## src/core_cfg.svh

```systemverilog
`ifndef CORE_CFG_SVH
`define CORE_CFG_SVH

// First fetch address after reset
`define CORE_RESET_PC 32'h0000_0000

// Data memory depth in words, a power of two
`define CORE_DMEM_WORDS 256

// ECALL, treated as halt
`define CORE_HALT_INSN 32'h0000_0073

`endif

```

## src/core_pkg.sv

```systemverilog
package core_pkg;

    // Data and address word
    typedef logic [31:0] word_t;

    // Major opcodes in instr[6:0] that the core understands
    typedef enum logic [6:0] {
        OPC_OP     = 7'b0110011,
        OPC_OP_IMM = 7'b0010011,
        OPC_LUI    = 7'b0110111,
        OPC_LOAD   = 7'b0000011,
        OPC_STORE  = 7'b0100011,
        OPC_BRANCH = 7'b1100011,
        OPC_JAL    = 7'b1101111,
        OPC_SYSTEM = 7'b1110011
    } opcode_e;

    // ALU functions
    // PASS_B forwards operand b untouched, used by LUI
    typedef enum logic [2:0] {
        ALU_ADD    = 3'd0,
        ALU_SUB    = 3'd1,
        ALU_AND    = 3'd2,
        ALU_OR     = 3'd3,
        ALU_XOR    = 3'd4,
        ALU_SLT    = 3'd5,
        ALU_PASS_B = 3'd6
    } alu_op_e;

    // Fetch to execute
    // Valid low marks a bubble or a squashed wrong-path fetch
    typedef struct packed {
        logic  valid;
        word_t pc;
        word_t instr;
    } fetch_ex_t;

    // Execute to memory pipeline register
    typedef struct packed {
        logic       valid;
        // Control bits, all low for an illegal or invalid slot
        logic       reg_write;
        logic       dren;
        logic       dwen;
        logic       halt;
        // Set only on a valid slot
        logic       illegal;
        logic [4:0] rd;
        // ALU result, or the link address pc+4 for JAL
        word_t      alu_out;
        // Store data after forwarding
        word_t      rs2_data;
        word_t      pc;
    } ex_mem_t;

endpackage

```

## src/execute_stage.sv

```systemverilog
`timescale 1ns/1ns
`include "core_cfg.svh"

module execute_stage (
    input  logic                CLK,
    input  logic                nRST,
    input  core_pkg::fetch_ex_t fetch_ex,
    output logic [4:0]          rs1_addr,
    output logic [4:0]          rs2_addr,
    input  core_pkg::word_t     rs1_data,
    input  core_pkg::word_t     rs2_data,
    input  logic                fwd_rs1,
    input  logic                fwd_rs2,
    input  core_pkg::word_t     fwd_data,
    output logic                redirect,
    output core_pkg::word_t     redirect_pc,
    output core_pkg::ex_mem_t   ex_mem
);
    import core_pkg::*;

    word_t      instr;
    word_t      pc;
    opcode_e    opcode;
    logic [2:0] funct3;
    logic [6:0] funct7;
    logic [4:0] rd;
    word_t      imm_i;
    word_t      imm_s;
    word_t      imm_b;
    word_t      imm_j;
    word_t      imm_u;
    // Decoded control
    logic       ctl_reg_write;
    logic       ctl_dren;
    logic       ctl_dwen;
    logic       ctl_halt;
    logic       ctl_branch;
    logic       ctl_jal;
    logic       ctl_use_imm;
    logic       illegal_insn;
    alu_op_e    alu_op;
    word_t      op_imm;
    // Datapath
    word_t      rs1_val;
    word_t      rs2_val;
    word_t      src_b;
    word_t      alu_result;
    logic       branch_taken;
    logic       ctl_ok;

    assign instr  = fetch_ex.instr;
    assign pc     = fetch_ex.pc;
    assign opcode = opcode_e'(instr[6:0]);
    assign funct3 = instr[14:12];
    assign funct7 = instr[31:25];
    assign rd     = instr[11:7];

    // Register file read, addresses straight from the encoding
    assign rs1_addr = instr[19:15];
    assign rs2_addr = instr[24:20];

    // Sign-extended immediates
    assign imm_i = {{20{instr[31]}}, instr[31:20]};
    assign imm_s = {{20{instr[31]}}, instr[31:25], instr[11:7]};
    assign imm_b = {{19{instr[31]}}, instr[31], instr[7], instr[30:25], instr[11:8], 1'b0};
    assign imm_j = {{11{instr[31]}}, instr[31], instr[19:12], instr[20], instr[30:21], 1'b0};
    assign imm_u = {instr[31:12], 12'b0};

    always_comb begin
        ctl_reg_write = 1'b0;
        ctl_dren      = 1'b0;
        ctl_dwen      = 1'b0;
        ctl_halt      = 1'b0;
        ctl_branch    = 1'b0;
        ctl_jal       = 1'b0;
        ctl_use_imm   = 1'b0;
        illegal_insn  = 1'b0;
        alu_op        = ALU_ADD;
        op_imm        = imm_i;
        case (opcode)
            OPC_OP: begin
                ctl_reg_write = 1'b1;
                case ({funct7, funct3})
                    10'b0000000_000: alu_op = ALU_ADD;
                    10'b0100000_000: alu_op = ALU_SUB;
                    10'b0000000_111: alu_op = ALU_AND;
                    10'b0000000_110: alu_op = ALU_OR;
                    10'b0000000_100: alu_op = ALU_XOR;
                    10'b0000000_010: alu_op = ALU_SLT;
                    default:         illegal_insn = 1'b1;
                endcase
            end
            OPC_OP_IMM: begin
                // ADDI only
                ctl_reg_write = 1'b1;
                ctl_use_imm   = 1'b1;
                illegal_insn  = (funct3 != 3'b000);
            end
            OPC_LUI: begin
                ctl_reg_write = 1'b1;
                ctl_use_imm   = 1'b1;
                op_imm        = imm_u;
                alu_op        = ALU_PASS_B;
            end
            OPC_LOAD: begin
                // LW, address is rs1 + imm
                ctl_reg_write = 1'b1;
                ctl_dren      = 1'b1;
                ctl_use_imm   = 1'b1;
                illegal_insn  = (funct3 != 3'b010);
            end
            OPC_STORE: begin
                ctl_dwen     = 1'b1;
                ctl_use_imm  = 1'b1;
                op_imm       = imm_s;
                illegal_insn = (funct3 != 3'b010);
            end
            OPC_BRANCH: begin
                // BEQ and BNE
                ctl_branch   = 1'b1;
                illegal_insn = (funct3[2:1] != 2'b00);
            end
            OPC_JAL: begin
                ctl_reg_write = 1'b1;
                ctl_jal       = 1'b1;
            end
            OPC_SYSTEM: begin
                ctl_halt     = (instr == `CORE_HALT_INSN);
                illegal_insn = (instr != `CORE_HALT_INSN);
            end
            default: illegal_insn = 1'b1;
        endcase
    end

    // Newest value from the memory stage overrides the register file
    assign rs1_val = fwd_rs1 ? fwd_data : rs1_data;
    assign rs2_val = fwd_rs2 ? fwd_data : rs2_data;
    assign src_b   = ctl_use_imm ? op_imm : rs2_val;

    always_comb begin
        case (alu_op)
            ALU_ADD:    alu_result = rs1_val + src_b;
            ALU_SUB:    alu_result = rs1_val - src_b;
            ALU_AND:    alu_result = rs1_val & src_b;
            ALU_OR:     alu_result = rs1_val | src_b;
            ALU_XOR:    alu_result = rs1_val ^ src_b;
            ALU_SLT:    alu_result = {31'b0, $signed(rs1_val) < $signed(src_b)};
            default:    alu_result = src_b;
        endcase
    end

    // Only a valid, legal instruction may act
    assign ctl_ok = fetch_ex.valid && !illegal_insn;

    // funct3[0] set means BNE
    assign branch_taken = ctl_branch && (funct3[0] ? (rs1_val != rs2_val)
                                                   : (rs1_val == rs2_val));

    assign redirect    = ctl_ok && (branch_taken || ctl_jal);
    assign redirect_pc = ctl_jal ? (pc + imm_j) : (pc + imm_b);

    always_ff @(posedge CLK, negedge nRST) begin
        if (!nRST) begin
            ex_mem <= '0;
        end else begin
            ex_mem.valid     <= fetch_ex.valid;
            ex_mem.reg_write <= ctl_ok && ctl_reg_write;
            ex_mem.dren      <= ctl_ok && ctl_dren;
            ex_mem.dwen      <= ctl_ok && ctl_dwen;
            ex_mem.halt      <= ctl_ok && ctl_halt;
            ex_mem.illegal   <= fetch_ex.valid && illegal_insn;
            ex_mem.rd        <= rd;
            // JAL links pc+4
            ex_mem.alu_out   <= ctl_jal ? (pc + 32'd4) : alu_result;
            ex_mem.rs2_data  <= rs2_val;
            ex_mem.pc        <= pc;
        end
    end

endmodule

```

## config.mk

```make
export PLATFORM = sky130hd
export DESIGN_NAME = execute_stage
export DESIGN_NICKNAME = d
export VERILOG_FILES = /design/src/core_pkg.sv /design/src/execute_stage.sv
export VERILOG_INCLUDE_DIRS = /design/src /design/src/src
export SDC_FILE = /design/constraint.sdc
export NUM_CORES = 1
export LEC_CHECK = 0
export BUFFER_PORTS_ARGS = -buffer_cell sky130_fd_sc_hd__clkbuf_2
export CAP_MARGIN = 20
export CORE_MARGIN = 8
export CORE_UTILIZATION = 35
export DETAILED_ROUTE_END_ITERATION = 10
export GPL_TIMING_DRIVEN = 0
export PLACE_DENSITY_LB_ADDON = 0.1
export SLEW_MARGIN = 20
export SYNTH_ARGS = -nofsm -noshare
export SYNTH_HDL_FRONTEND = slang
export SYNTH_SLANG_ARGS = --single-unit
```

## constraint.sdc

```tcl
create_clock -name CLK -period 9.4 [get_ports CLK]
set_input_delay 0.47 -clock CLK [delete_from_list [all_inputs] [get_ports CLK]]
set_output_delay 0.47 -clock CLK [all_outputs]
set_load 0.02 [all_outputs]
```

# Word-level counts from Yosys, hierarchy flattened
# Cells that the tools add are included.
[op_classes]
add_sub_neg = 5
n_lt_le_gt_ge = 1
n_eq_ne = 23
muxes = 19
bitwise = 3
reduce_logical = 19
[op_table]
columns = ["operator", "n"]
rows = [
  ["32-bit case mux with 6 select lines", 1],
  ["32-bit 2-to-1 mux", 5],
  ["32-bit adder", 3],
  ["31-bit case mux with 2 select lines", 1],
  ["32-bit by 3-bit adder with 32-bit output (second input constant)", 1],
  ["32-bit bitwise AND", 1],
  ["32-bit == test", 1],
  ["32-bit by 7-bit == test with 1-bit output (second input constant)", 1],
  ["32-bit less-than comparator", 1],
  ["32-bit inequality test", 1],
  ["32-bit by 7-bit inequality test with 1-bit output (second input constant)", 1],
  ["32-bit OR", 1],
  ["32-bit subtractor", 1],
  ["32-bit bitwise XOR", 1],
  ["10-bit by 3-bit == test with 1-bit output (second input constant)", 3],
  ["7-bit by 6-bit == test with 1-bit output (second input constant)", 3],
  ["7-bit == test (second input constant)", 3],
  ["3-bit case mux with 5 select lines", 1],
  ["10-bit by 2-bit == test with 1-bit output (second input constant)", 1],
  ["10-bit by 9-bit == test with 1-bit output (second input constant)", 1],
  ["10-bit zero test", 1],
  ["1-bit 2-to-1 mux", 9],
  ["1-bit logical AND", 8],
  ["7-bit by 2-bit == test with 1-bit output (second input constant)", 1],
  ["other kinds (16)", 19],
]
[word_totals]
regBits = 107
elab_cells = 80

# Depth between registers and ports, before layout
# Gate-level depths: netlist of run 1.
[depth]
ltp_word = 7
mapped_depth = 20
ltp_nobuf = 19

# Least setup slack after synthesis of run 1
# No wires, ideal clock.
[synth_timing]
path_kind = "input to register"
from = "input port fetch_ex[6] (netlist bit)"
to = "register ex_mem[91] (netlist bit)"
t_arrival_ns = 4.301
t_required_ns = 9.252
slack_ns = 4.952
stages = 20
cell_sequence = "and4bb_2 -> nand3_1 -> nor2_1 -> clkbuf_1 -> nand2_1 -> nand3_1 -> o21a_1 -> inv_1 -> ha_1 -> clkbuf_1 -> nand3_1 -> nor2_1 -> a21oi_1 -> and3_1 -> a21boi_0 -> o211ai_1 -> and3_1 -> or3b_1 -> o221ai_1 -> a222oi_1"
[synth_between]
elab_chain_len = 7
elab_cells_between_ends = 25
cone_classes = "add/sub: 2; eq/ne: 11; mux: 7; bitwise: 3; reduce/logical: 2"
[synth_rtl]
columns = ["element", "line_no", "text"]
rows = [
  ["start, declared", "execute_stage.sv:7", "input core_pkg::fetch_ex_t fetch_ex,"],
  ["7-bit by 6-bit == test with 1-bit output, or another cell as far along", "execute_stage.sv:80", "case (opcode)"],
  ["4-bit OR reduction (no line)", "--", ""],
  ["1-bit 2-to-1 mux", "execute_stage.sv:80", ""],
  ["32-bit 2-to-1 mux", "execute_stage.sv:138", "assign src_b = ctl_use_imm ? op_imm : rs2_val;"],
  ["32-bit subtractor, or another cell as far along", "execute_stage.sv:143", "ALU_SUB: alu_result = rs1_val - src_b;"],
  ["32-bit case mux with 6 select lines", "execute_stage.sv:141", "case (alu_op)"],
  ["32-bit 2-to-1 mux *", "execute_stage.sv:174", "ex_mem.alu_out <= ctl_jal ? (pc + 32'd4) : alu_result;"],
  ["end, declared", "execute_stage.sv:17", "output core_pkg::ex_mem_t ex_mem"],
]
# Every way passes the cells marked *; elsewhere a longest branch is shown, timed or not.

# Final worst setup path of run 1
# Ends and elaborated chain as after synthesis.

==> results of run 1 <==
[Yosys cell counts, drive strengths merged (8+ instances only)]
master / number / area (um2)
a221o: 8 / 80.08
a21oi: 158 / 790.8
inv: 117 / 439.2
o22ai: 21 / 131.4
and3: 23 / 143.9
nand4: 12 / 75.07
o31ai: 14 / 105.1
o21bai: 25 / 187.7
dfrtp: 107 / 2678
xnor2: 68 / 595.6
buf: 22 / 135.1
nand3: 60 / 300.3
o21a: 38 / 285.3
nand2: 125 / 469.2
a22o: 8 / 70.07
o211ai: 24 / 180.2
a31oi: 14 / 87.58
nor2b: 10 / 62.56
a21o: 35 / 262.8
a211oi: 23 / 172.7
nor4: 19 / 131.4
clkbuf: 75 / 281.5
or3: 9 / 56.30
mux2i: 42 / 420.4
nor2: 134 / 505.5
nor3: 27 / 140.1
o21ai: 105 / 525.5
mux2: 27 / 304.0
nand2b: 14 / 87.58
ha: 142 / 1777
xor2: 27 / 236.5
[metrics by stage]
| stage | utilization, % | worst slack (ps) | cells |
|---|---|---|---|
| 2_1_floorplan | - | 4952 | 1629 |
| 3_3_place_gp | 41.45 | 2887 | 2399 |
| 3_5_place_dp | 41.61 | 2718 | 2400 |
| 4_1_cts | 42.48 | 3142 | 2416 |
| 5_1_grt | 42.48 | 2708 | 2416 |
| 6_report | 42.48 | 2913 | 2416 |
[timing repair]
item                      4_1_cts  5_1_grt
hold buffers                    1        0
hold endpoints to repair        1        0
buffers inserted                0        0
[worst paths after layout]
| check | endpoint | startpoint | depth (start not counted) |
|---|---|---|---|
| hold / removal | ex_mem[1] | fetch_ex[33] | 1 |
| setup / recovery | ex_mem[91] | fetch_ex[6] | 20 |
| min in group asynchronous | ex_mem[41] | nRST | 2 |
| max in group asynchronous | ex_mem[0] | nRST | 3 |
[report_power, final]
group	switching [mW]	total, mW	internal, mW
logic	0.720	1.09	0.372
clock network	0.203	0.418	0.215
registers	0.0162	0.533	0.516
[cell families (layout without fill, tap and decap cells)]
logic type	Yosys count	count (layout)	share of synthesized area, %
buffers and inverters	214	540	6.800
AO/OA/AOI/OAI	534	534	27.23
multiplexers	69	69	5.756
XOR/XNOR	95	95	6.611
adder cells (fa/ha/maj)	144	144	14.43
AND/OR/NAND/NOR	466	466	17.89
flip-flops	107	107	21.27
[final cells by class]
type                            instances  area [um2]  share of cell area (%)
Tap cell                              461       576.8                   3.827
Clock buffer                           10       239.0                   1.585
Clock inverter                          5       61.31                  0.4067
Inverter                              117       439.2                   2.914
Multi-Input combinational cell       1308        9070                   60.17
Timing Repair Buffer                  311        1593                   10.57
Sequential cell                       107        2678                   17.76
Buffer                                 97       416.7                   2.764
[per-layer routing]
metal	share of wire [%]	GRT usage, %	wire length [um]
met1	44	39.72	27960
met2	43	44.92	27210
met3	11	7.462	6671
met4	2.4	8.859	1532
met5	0	0	0
==> run metrics, run 1 <==
Worst Setup End Kind=flip-flop; PostCTS Resize Cnt=0; WL final=between 60 and 70 mm; share of layout cells above drive strength 1=between 15 and 20%; peak supply drop=0.00009850 V; crit-path cells=clkbuf_2, and4bb_2, nand3_1, nor2_1, clkbuf_1, nand2_1, nand3_1, o21a_1, inv_1, ha_1, clkbuf_1, nand3_1, nor3_1, o21ai_0, a21boi_0, o211ai_1, and3_1, or3b_1, o221ai_1, a222oi_1; largest net degree at the start of global routing=62; WHS=~230 ps; pwr dens=~140 nW/um2; Lkg Pwr=between 7 and 8 nW; Largest Register=ex_mem; core area=about 35000 um2; #FFs+latches synth=107; Cell Area, Synth=~13000 um2; crit path buf inv count=4; H-tree Lvls=3; most frequent cells in the layout=308 x clkbuf_2, 158 x a21oi_1, 142 x ha_1; full die area=about 42000 um2; total of max-cap violations=0; WS Path Type=in -> reg; CP required=~9600 ps; Clock Tree Buf Depth=2; CTS Sinks=107; endpoints failing setup=0; vias in the first global route=approximately 14k; Fill cells=3708; Critical Path Slowest Stage Cell=nor2_1; design area=15070 um2; critical-path maximum fanout=10; Total GRT Usage=between 20% and 30%; prevailing post-synth register cell=dfrtp_1; Worst path most repeated cell=nand3_1; Vias=13.97k; wire per inst=between 20 and 30 um; drt first pass iters=5; DR iter-0 viols=1454; Hold WC Path Type=in -> reg; Synth cell types=77; GR Overflow Total=0; initial antenna violation count=0; root buf cell=clkbuf_16; Post-Synthesis Cells=between 1.5k and 2k; Synth Net Count=slightly below 2k; Top Registers=ex_mem x107; Clock Pin Slew Worst Setup and Hold Paths=roughly 70 ps; register area share after synthesis=between 20% and 30%; DIE WIDTH=about 210 um; GP Congestion=roughly 0.96; Post-DP Area=14760 um2; Final nets=approximately 2.3k; crit-path leading delay family=simple AND/OR/NAND/NOR gates; TritonCTS clock tree=built; Num CTS Buffers=9; DR vias/cell=around 5.8; async set-reset flop share out of synthesis=between 90% and 100%; Post-synth EDFFs=0; setup_tns=0 ps; Startpoint Class=input pin; final period utilization=between 60 and 70%; Antenna Cells=0; Max-Slew Margin vs Limit=a little under a third; Site Rows=69; arrival time worst endpoint=6700 ps; max FFs per register=roughly 110; post-route ant nets=0; commonest non-fill, non-tap cell in the layout=clkbuf_2; FMAX=roughly 150 MHz; I/O pins=between 300 and 400; outcome=finished, final reports clean; Syn-to-layout area delta=19.76%; Syn. warnings=0; Die Height=around 210 um; crit path time final=roughly 6500 ps; Max Slew Vio Count=0; first-pass GRT wire length=91.46 mm; IO Port Bufs=between 300 and 400; Final Hold Fails=0; drc violations=0; dpl hpwl=around 52 mm; synthesized area per cell=7.726 um2; max incr delay on CP=about 700 ps; initial core utilization=35.47%; unrepaired setup endpoints after global routing=no; slew of the pin with the lowest slew margin=a little over 1000 ps; total power=~2.0 mW
No activity file was read; power rests on OpenSTA's default activity.
==> inputs of run 2 (changes only) <==
- ABC_AREA: default -> 1
- clock period: 9.4 -> 5.8 ns (I/O delays scaled with it)
==> run 2 against run 1 <==
Effect of this change: synthesized cell count rose by 31%; global-route usage shrank 0.55 points; first-iteration DRC count decreased by 3.4%; design area up 6.7%; combinational power rose by 75%; clock power rose by 72%; hold slack got worse by 160 ps; die area rose by 6.5%; flip-flop and latch count is the same; setup slack got worse by 2200 ps; sequential share of layout area is 1.1 points lower.
==> run metrics, run 2 <==
placed instance count=2960 (+23%); vias in the first global route=15.24k (+9.0%); setup_tns=0 ps (unchanged); Synth Area in Adders=13.48% (-0.95 points); Syn-to-layout area delta=19.29%; DR iter-0 viols=1404 (-3.4%); Antenna Cells=0 (unchanged); postcts setup bufs=0 (unchanged); root buf cell=clkbuf_16; Hold WC Path Type=in -> reg; WL final=66.39 mm (+4.8%); GP Congestion=1.000 (+3.9%); Synth Net Count=2438 (+26%); H-tree Lvls=3 (unchanged); Cell Count, Final, Fillers Out=2977 (+23%); Cell Area, Synth=13480 um2 (+7.1%); WL met2=31.58 mm (+16%); worst setup slack after layout=673.6 ps (-2239 ps); CTS Hold Bufs=1 (unchanged); Final nets=2763 (+22%); endpoints failing setup=0 (unchanged); Top Registers=ex_mem x107; crit-path leading delay family=compound AO/OA/AOI/OAI gates; peak supply drop=0.0001493 V (+52%); TritonCTS clock tree=built; wire per inst=22.30 um (-15%); Largest Register=ex_mem; Clock Pin Slew Worst Setup and Hold Paths=70 ps (about the same); FMAX=approximately 200 MHz; pwr dens=218.8 nW/um2 (+62%); Max-Slew Margin vs Limit=39.90% (+8.0 points); WS Path Type=in -> reg; full die area=45040 um2 (+6.5%); I/O pins=315 (unchanged); core area=38290 um2 (+7.9%); Die Height=212.2 um (+3.2%); max layer used=met5; synthesized area per cell=6.330 um2 (-18%); final period utilization=between 80% and 90%; largest net degree at the start of global routing=69 (+11%); slew of the pin with the lowest slew margin=893.8 ps (-118.6 ps); initial antenna violation count=1 (+1); arrival time worst endpoint=5370 ps (-1330 ps); max FFs per register=107 (unchanged); Worst Setup End Kind=flip-flop; commonest non-fill, non-tap cell in the layout=nand2_1; initial core utilization=35.20% (-0.27 points); most common cell in the netlist=nand2_1; synth cell count leaders=431 x nand2_1, 343 x inv_1, 198 x nor2_1; crit path buf inv count=5 (+1); register area share after synthesis=19.87% (-1.4 points); dpl hpwl=57.13 mm (+10%); combinational family with the most area after synthesis=simple AND/OR/NAND/NOR gates; unrepaired setup endpoints after global routing=no; simple-gate share of the synthesized area=28.37% (+10 points); Lkg Pwr=8.569 nW (+18%); Synth Area in XOR/XNOR=3.964% (-2.6 points); outcome=finished, final reports clean; Max Slew Vio Count=0 (unchanged); Syn. warnings=0 (unchanged); total of max-cap violations=0 (unchanged); share of the synthesized area in the top cell type=19.87% (-1.4 points); share of layout cells above drive strength 1=18.10% (-1.6 points); GR Overflow Total=0 (unchanged); Post-Synthesis Cells=2129 (+31%); CTS Sinks=107 (unchanged); Site Rows=72 (+4.3%); most frequent cells in the layout=431 x nand2_1, 343 x inv_1, 311 x clkbuf_2; Clock Tree Buf Depth=2 (unchanged); prevailing post-synth register cell=dfrtp_1; critical path depth in cells=26 (+30%); Vias=15.75k (+13%); crit path time final=between 5000 and 6000 ps; mux cell area share after synthesis=0% (-5.8 points); Synth area leaders=dfrtp_1 20%, ha_1 13%, nand2_1 12%; DIE WIDTH=212.2 um (+3.2%); drt first pass iters=6 (+1); IO Port Bufs=312 (+0.97%); post-placement setup slack=420.1 ps (-2298 ps); DR vias/cell=5.290 (-8.5%); CP required=6050 ps (-3560 ps); Startpoint Class=input pin; Total GRT Usage=28.69% (-0.55 points); Synth cell types=58 (-25%); drc violations=0 (unchanged); Fill cells=4175 (+13%); Worst path most repeated cell=nand2_1; leading area contributor after synthesis=dfrtp_1; Post-synth EDFFs=0 (unchanged); met3 routed WL=4.317 mm (-35%); post-synthesis compound-gate area fraction=21.25% (-6.0 points); async set-reset flop share out of synthesis=100.0% (unchanged); post-route ant nets=0 (unchanged); Final Hold Fails=0 (unchanged); Num CTS Buffers=9 (unchanged); max incr delay on CP=490 ps (-220 ps); critical-path maximum fanout=10 (unchanged); Hold Crit Depth=1 (unchanged); M1 WL=29.05 mm (+3.9%); first-pass GRT wire length=96.66 mm (+5.7%); #FFs+latches synth=107 (unchanged); Critical Path Slowest Stage Cell=o21ai_1; PostCTS Resize Cnt=0 (unchanged)
[run 2: cell types whose count changed after synthesis, moves of 42 or more]
cell | before | now
o21ai_0 | 105 | 171
nor2_1 | 133 | 198
xnor2_1 | 68 | 20
nand2_1 | 125 | 431
inv_1 | 117 | 343
nand3_1 | 60 | 103
mux2i_1 | 42 | 0
[run 2: cell type report]
type / count / area (um2) / share of cell area, %
clock inverter: 5 / 91.34 / 0.5681
timing repair buffer: 314 / 1608 / 10.00
clock buffer: 11 / 252.7 / 1.572
inverter: 359 / 1353 / 8.413
tap: 518 / 648.1 / 4.031
buffer: 83 / 407.9 / 2.537
multi-input combinational: 1580 / 9039 / 56.22
sequential: 107 / 2678 / 16.65
[run 2: power by group]
group          total [mW]  internal, mW  switching (mW)
Combinational        1.91         0.556            1.36
Clock               0.719         0.410           0.309
Sequential          0.885         0.842          0.0430
[run 2: worst paths after layout]
check	end	from	slack, ps
min in group asynchronous	ex_mem[28]	nRST	420
worst max-delay path	ex_mem[82]	fetch_ex[1]	670
worst min-delay path	ex_mem[106]	fetch_ex[64]	70
max in group asynchronous	ex_mem[47]	nRST	4720
[run 2: stage by stage]
step	hold WS, ps	power (mW)	area, um2	utilization (%)
after floorplan	-5.591	2.034	13480	-
after global placement	433.4	2.773	15690	40.97
after detailed placement	233.4	2.778	15720	41.07
after CTS	52.73	3.510	16080	41.99
after global routing	66.31	3.746	16080	41.99
final	74.22	3.518	16080	41.99
[run 2: cell families (layout without fill, tap and decap cells)]
family | count (synthesis) | after routing
AOI/OAI and AO/OA | 511 | 511
xor gates and xnor gates | 61 | 61
adders and majority gates | 144 | 144
buffers and inverters | 442 | 772
DFF | 107 | 107
and+or+nand+nor | 864 | 864
[run 2: metal layers]
metal / GRT usage, % / vias up
li1: - / 7590
met1: 38.43 / 7469
met2: 49.44 / 625
met3: 2.462 / 62
met4: 6.901 / 2
met5: 0 / -
==> inputs of run 3 (changes only) <==
- CORE_MARGIN: 8 -> 1.5
==> run 3 against run 2 <==
Effect of this change: critical endpoint is now ex_mem[90]; setup slack improved by 260 ps; first-iteration DRC count is 6.3% higher; power down 3.4%; die area decreased by 12%; clock power down 13%.
==> run metrics, run 3 (synthesized netlist as in run 2, its figures left out) <==
postcts setup bufs=0 (unchanged); largest net degree at the start of global routing=62 (-10%); final period utilization=83.84% (-4.5 points); Syn-to-layout area delta=18.86%; Clk pwr share=18.4% (-2.0 points); crit-path cells=clkbuf_2, nand2_1, nor2_1, nand2_1, buf_6, clkbuf_1, buf_1, nand3_1, o21ai_0, inv_1, ha_1, inv_1, a21oi_1, inv_1, a21oi_1, o21ai_0, a21oi_1, nand2_1, nand3_1, nand2_1, xor2_1, nor2_1, o21ai_1, nand2_1; GR Overflow Total=0 (unchanged); unrepaired setup endpoints after global routing=no; Switching Fraction=49.96% (+1.3 points); Total GRT Usage=30.65% (+2.0 points); IO Port Bufs=312 (unchanged); pwr dens=212.1 nW/um2 (-3.1%); Critical Path Slowest Stage Cell=buf_1; outcome=finished, final reports clean; first-pass GRT wire length=89.68 mm (-7.2%); Worst Setup End Kind=flip-flop; setup_tns=0 ps (unchanged); TritonCTS clock tree=built; CTS Hold Bufs=1 (unchanged); Gate power share=55.5% (+1.1 points); peak supply drop=0.0001512 V (+1.3%); Hold WC Path Type=in -> reg; Vias=15.71k (-0.25%); max FFs per register=107 (unchanged); GP Congestion=1.001 (+0.11%); core area=37760 um2 (-1.4%); arrival time worst endpoint=5090 ps (-280 ps); max incr delay on CP=580 ps (+90 ps); WL final=62.38 mm (-6.0%); Num CTS Buffers=9 (unchanged); post-route ant nets=0 (unchanged); Fill cells=4100 (-1.8%); DIE WIDTH=199.2 um (-6.1%); Final nets=2763 (unchanged); WS Path Type=in -> reg; vias in the first global route=14.68k (-3.7%); Clock Pin Slew Worst Setup and Hold Paths=80 ps (about the same); Startpoint Class=input pin; Max-Slew Margin vs Limit=37.73% (-2.2 points); Clock Tree Buf Depth=2 (unchanged); DR iter-0 viols=1493 (+6.3%); crit path time final=4863 ps (-263.6 ps); wire per inst=21.00 um (-5.8%); initial core utilization=35.70% (+0.50 points); I/O pins=315 (unchanged); FMAX=205.6 MHz (+5.4%); H-tree Lvls=3 (unchanged); P_int=1.700 mW (-5.9%); CTS Sinks=107 (unchanged); Reg power frac=26.1% (+0.9 points); initial antenna violation count=0 (-1); full die area=39690 um2 (-12%); critical-path maximum fanout=10 (unchanged); endpoints failing setup=0 (unchanged); commonest non-fill, non-tap cell in the layout=nand2_1; Largest Register=ex_mem; Max Slew Vio Count=0 (unchanged); drt first pass iters=6 (unchanged); DR vias/cell=5.289 (about the same); dpl hpwl=53.41 mm (-6.5%); CP required=6030 ps (-20 ps); net switching power=1.698 mW (-0.73%); Final Hold Fails=0 (unchanged); Worst path most repeated cell=nand2_1; total of max-cap violations=0 (unchanged); root buf cell=clkbuf_16; Die Height=199.2 um (-6.1%); Site Rows=71 (-1.4%); Antenna Cells=0 (unchanged); PostCTS Resize Cnt=0 (unchanged); most frequent cells in the layout=431 x nand2_1, 343 x inv_1, 311 x clkbuf_2; share of layout cells above drive strength 1=18.10% (unchanged); drc violations=0 (unchanged); Lkg Pwr=8.537 nW (-0.38%); slew of the pin with the lowest slew margin=924.2 ps (+30.40 ps); Top Registers=ex_mem x107; total power=3.398 mW (-3.4%)
[run 3: stage by stage]
stage               cells  hold WS [ps]  utilization, %  worst slack, ps  cell area, um2
detailed placement   2953         252.6           41.62            704.2           15710
global route         2970         69.28           42.43            618.7           16020
CTS                  2970         62.91           42.43             1077           16020
floorplan            2129        -5.591               -             2184           13480
finish               2970         71.40           42.43            937.2           16020
global placement     2952         446.3           41.52            666.1           15680
[run 3: critical path: cells and delay by family]
| kind | cells | cell delay, ps |
|---|---|---|
| buffers and inverters | 7 | 1710 |
| AO/OA/AOI/OAI | 6 | 1370 |
| XOR/XNOR | 1 | 190 |
| AND/OR/NAND/NOR | 9 | 1050 |
| adder cells (fa/ha/maj) | 1 | 460 |
[run 3: worst paths after layout]
path	start	end	slack [ps]	cells after the start
min in group asynchronous	nRST	ex_mem[26]	420	2
min	fetch_ex[10]	ex_mem[99]	70	1
max	fetch_ex[1]	ex_mem[90]	940	24
max in group asynchronous	nRST	ex_mem[33]	4730	3
[run 3: power groups by stage]
stage                     Clock (mW)  Combinational [mW]  Sequential, mW
final                          0.626                1.89           0.885
after global routing           0.668                2.05           0.893
after CTS                      0.639                1.85           0.887
after detailed placement           0                1.84           0.902
after global placement             0                1.83           0.901
after floorplan                    0                1.02            1.01
[run 3: layout make-up]
| cell class | instances | area (um2) | share of cell area, % |
|---|---|---|---|
| inverter | 359 | 1353 | 8.444 |
| tap | 511 | 639.4 | 3.992 |
| clock buffer | 9 | 225.2 | 1.406 |
| buffer | 83 | 407.9 | 2.546 |
| sequential | 107 | 2678 | 16.72 |
| clock inverter | 7 | 68.82 | 0.4296 |
| timing repair buffer | 314 | 1608 | 10.04 |
| multi-input combinational | 1580 | 9039 | 56.43 |
[run 3: routing by layer]
layer,global-route usage [%],vias to the layer above,routed length (um)
met5,0,-,0
met4,8.277,0,1539
met3,2.751,77,4685
met2,51.62,665,28810
met1,41.72,7377,27340
li1,-,7590,-
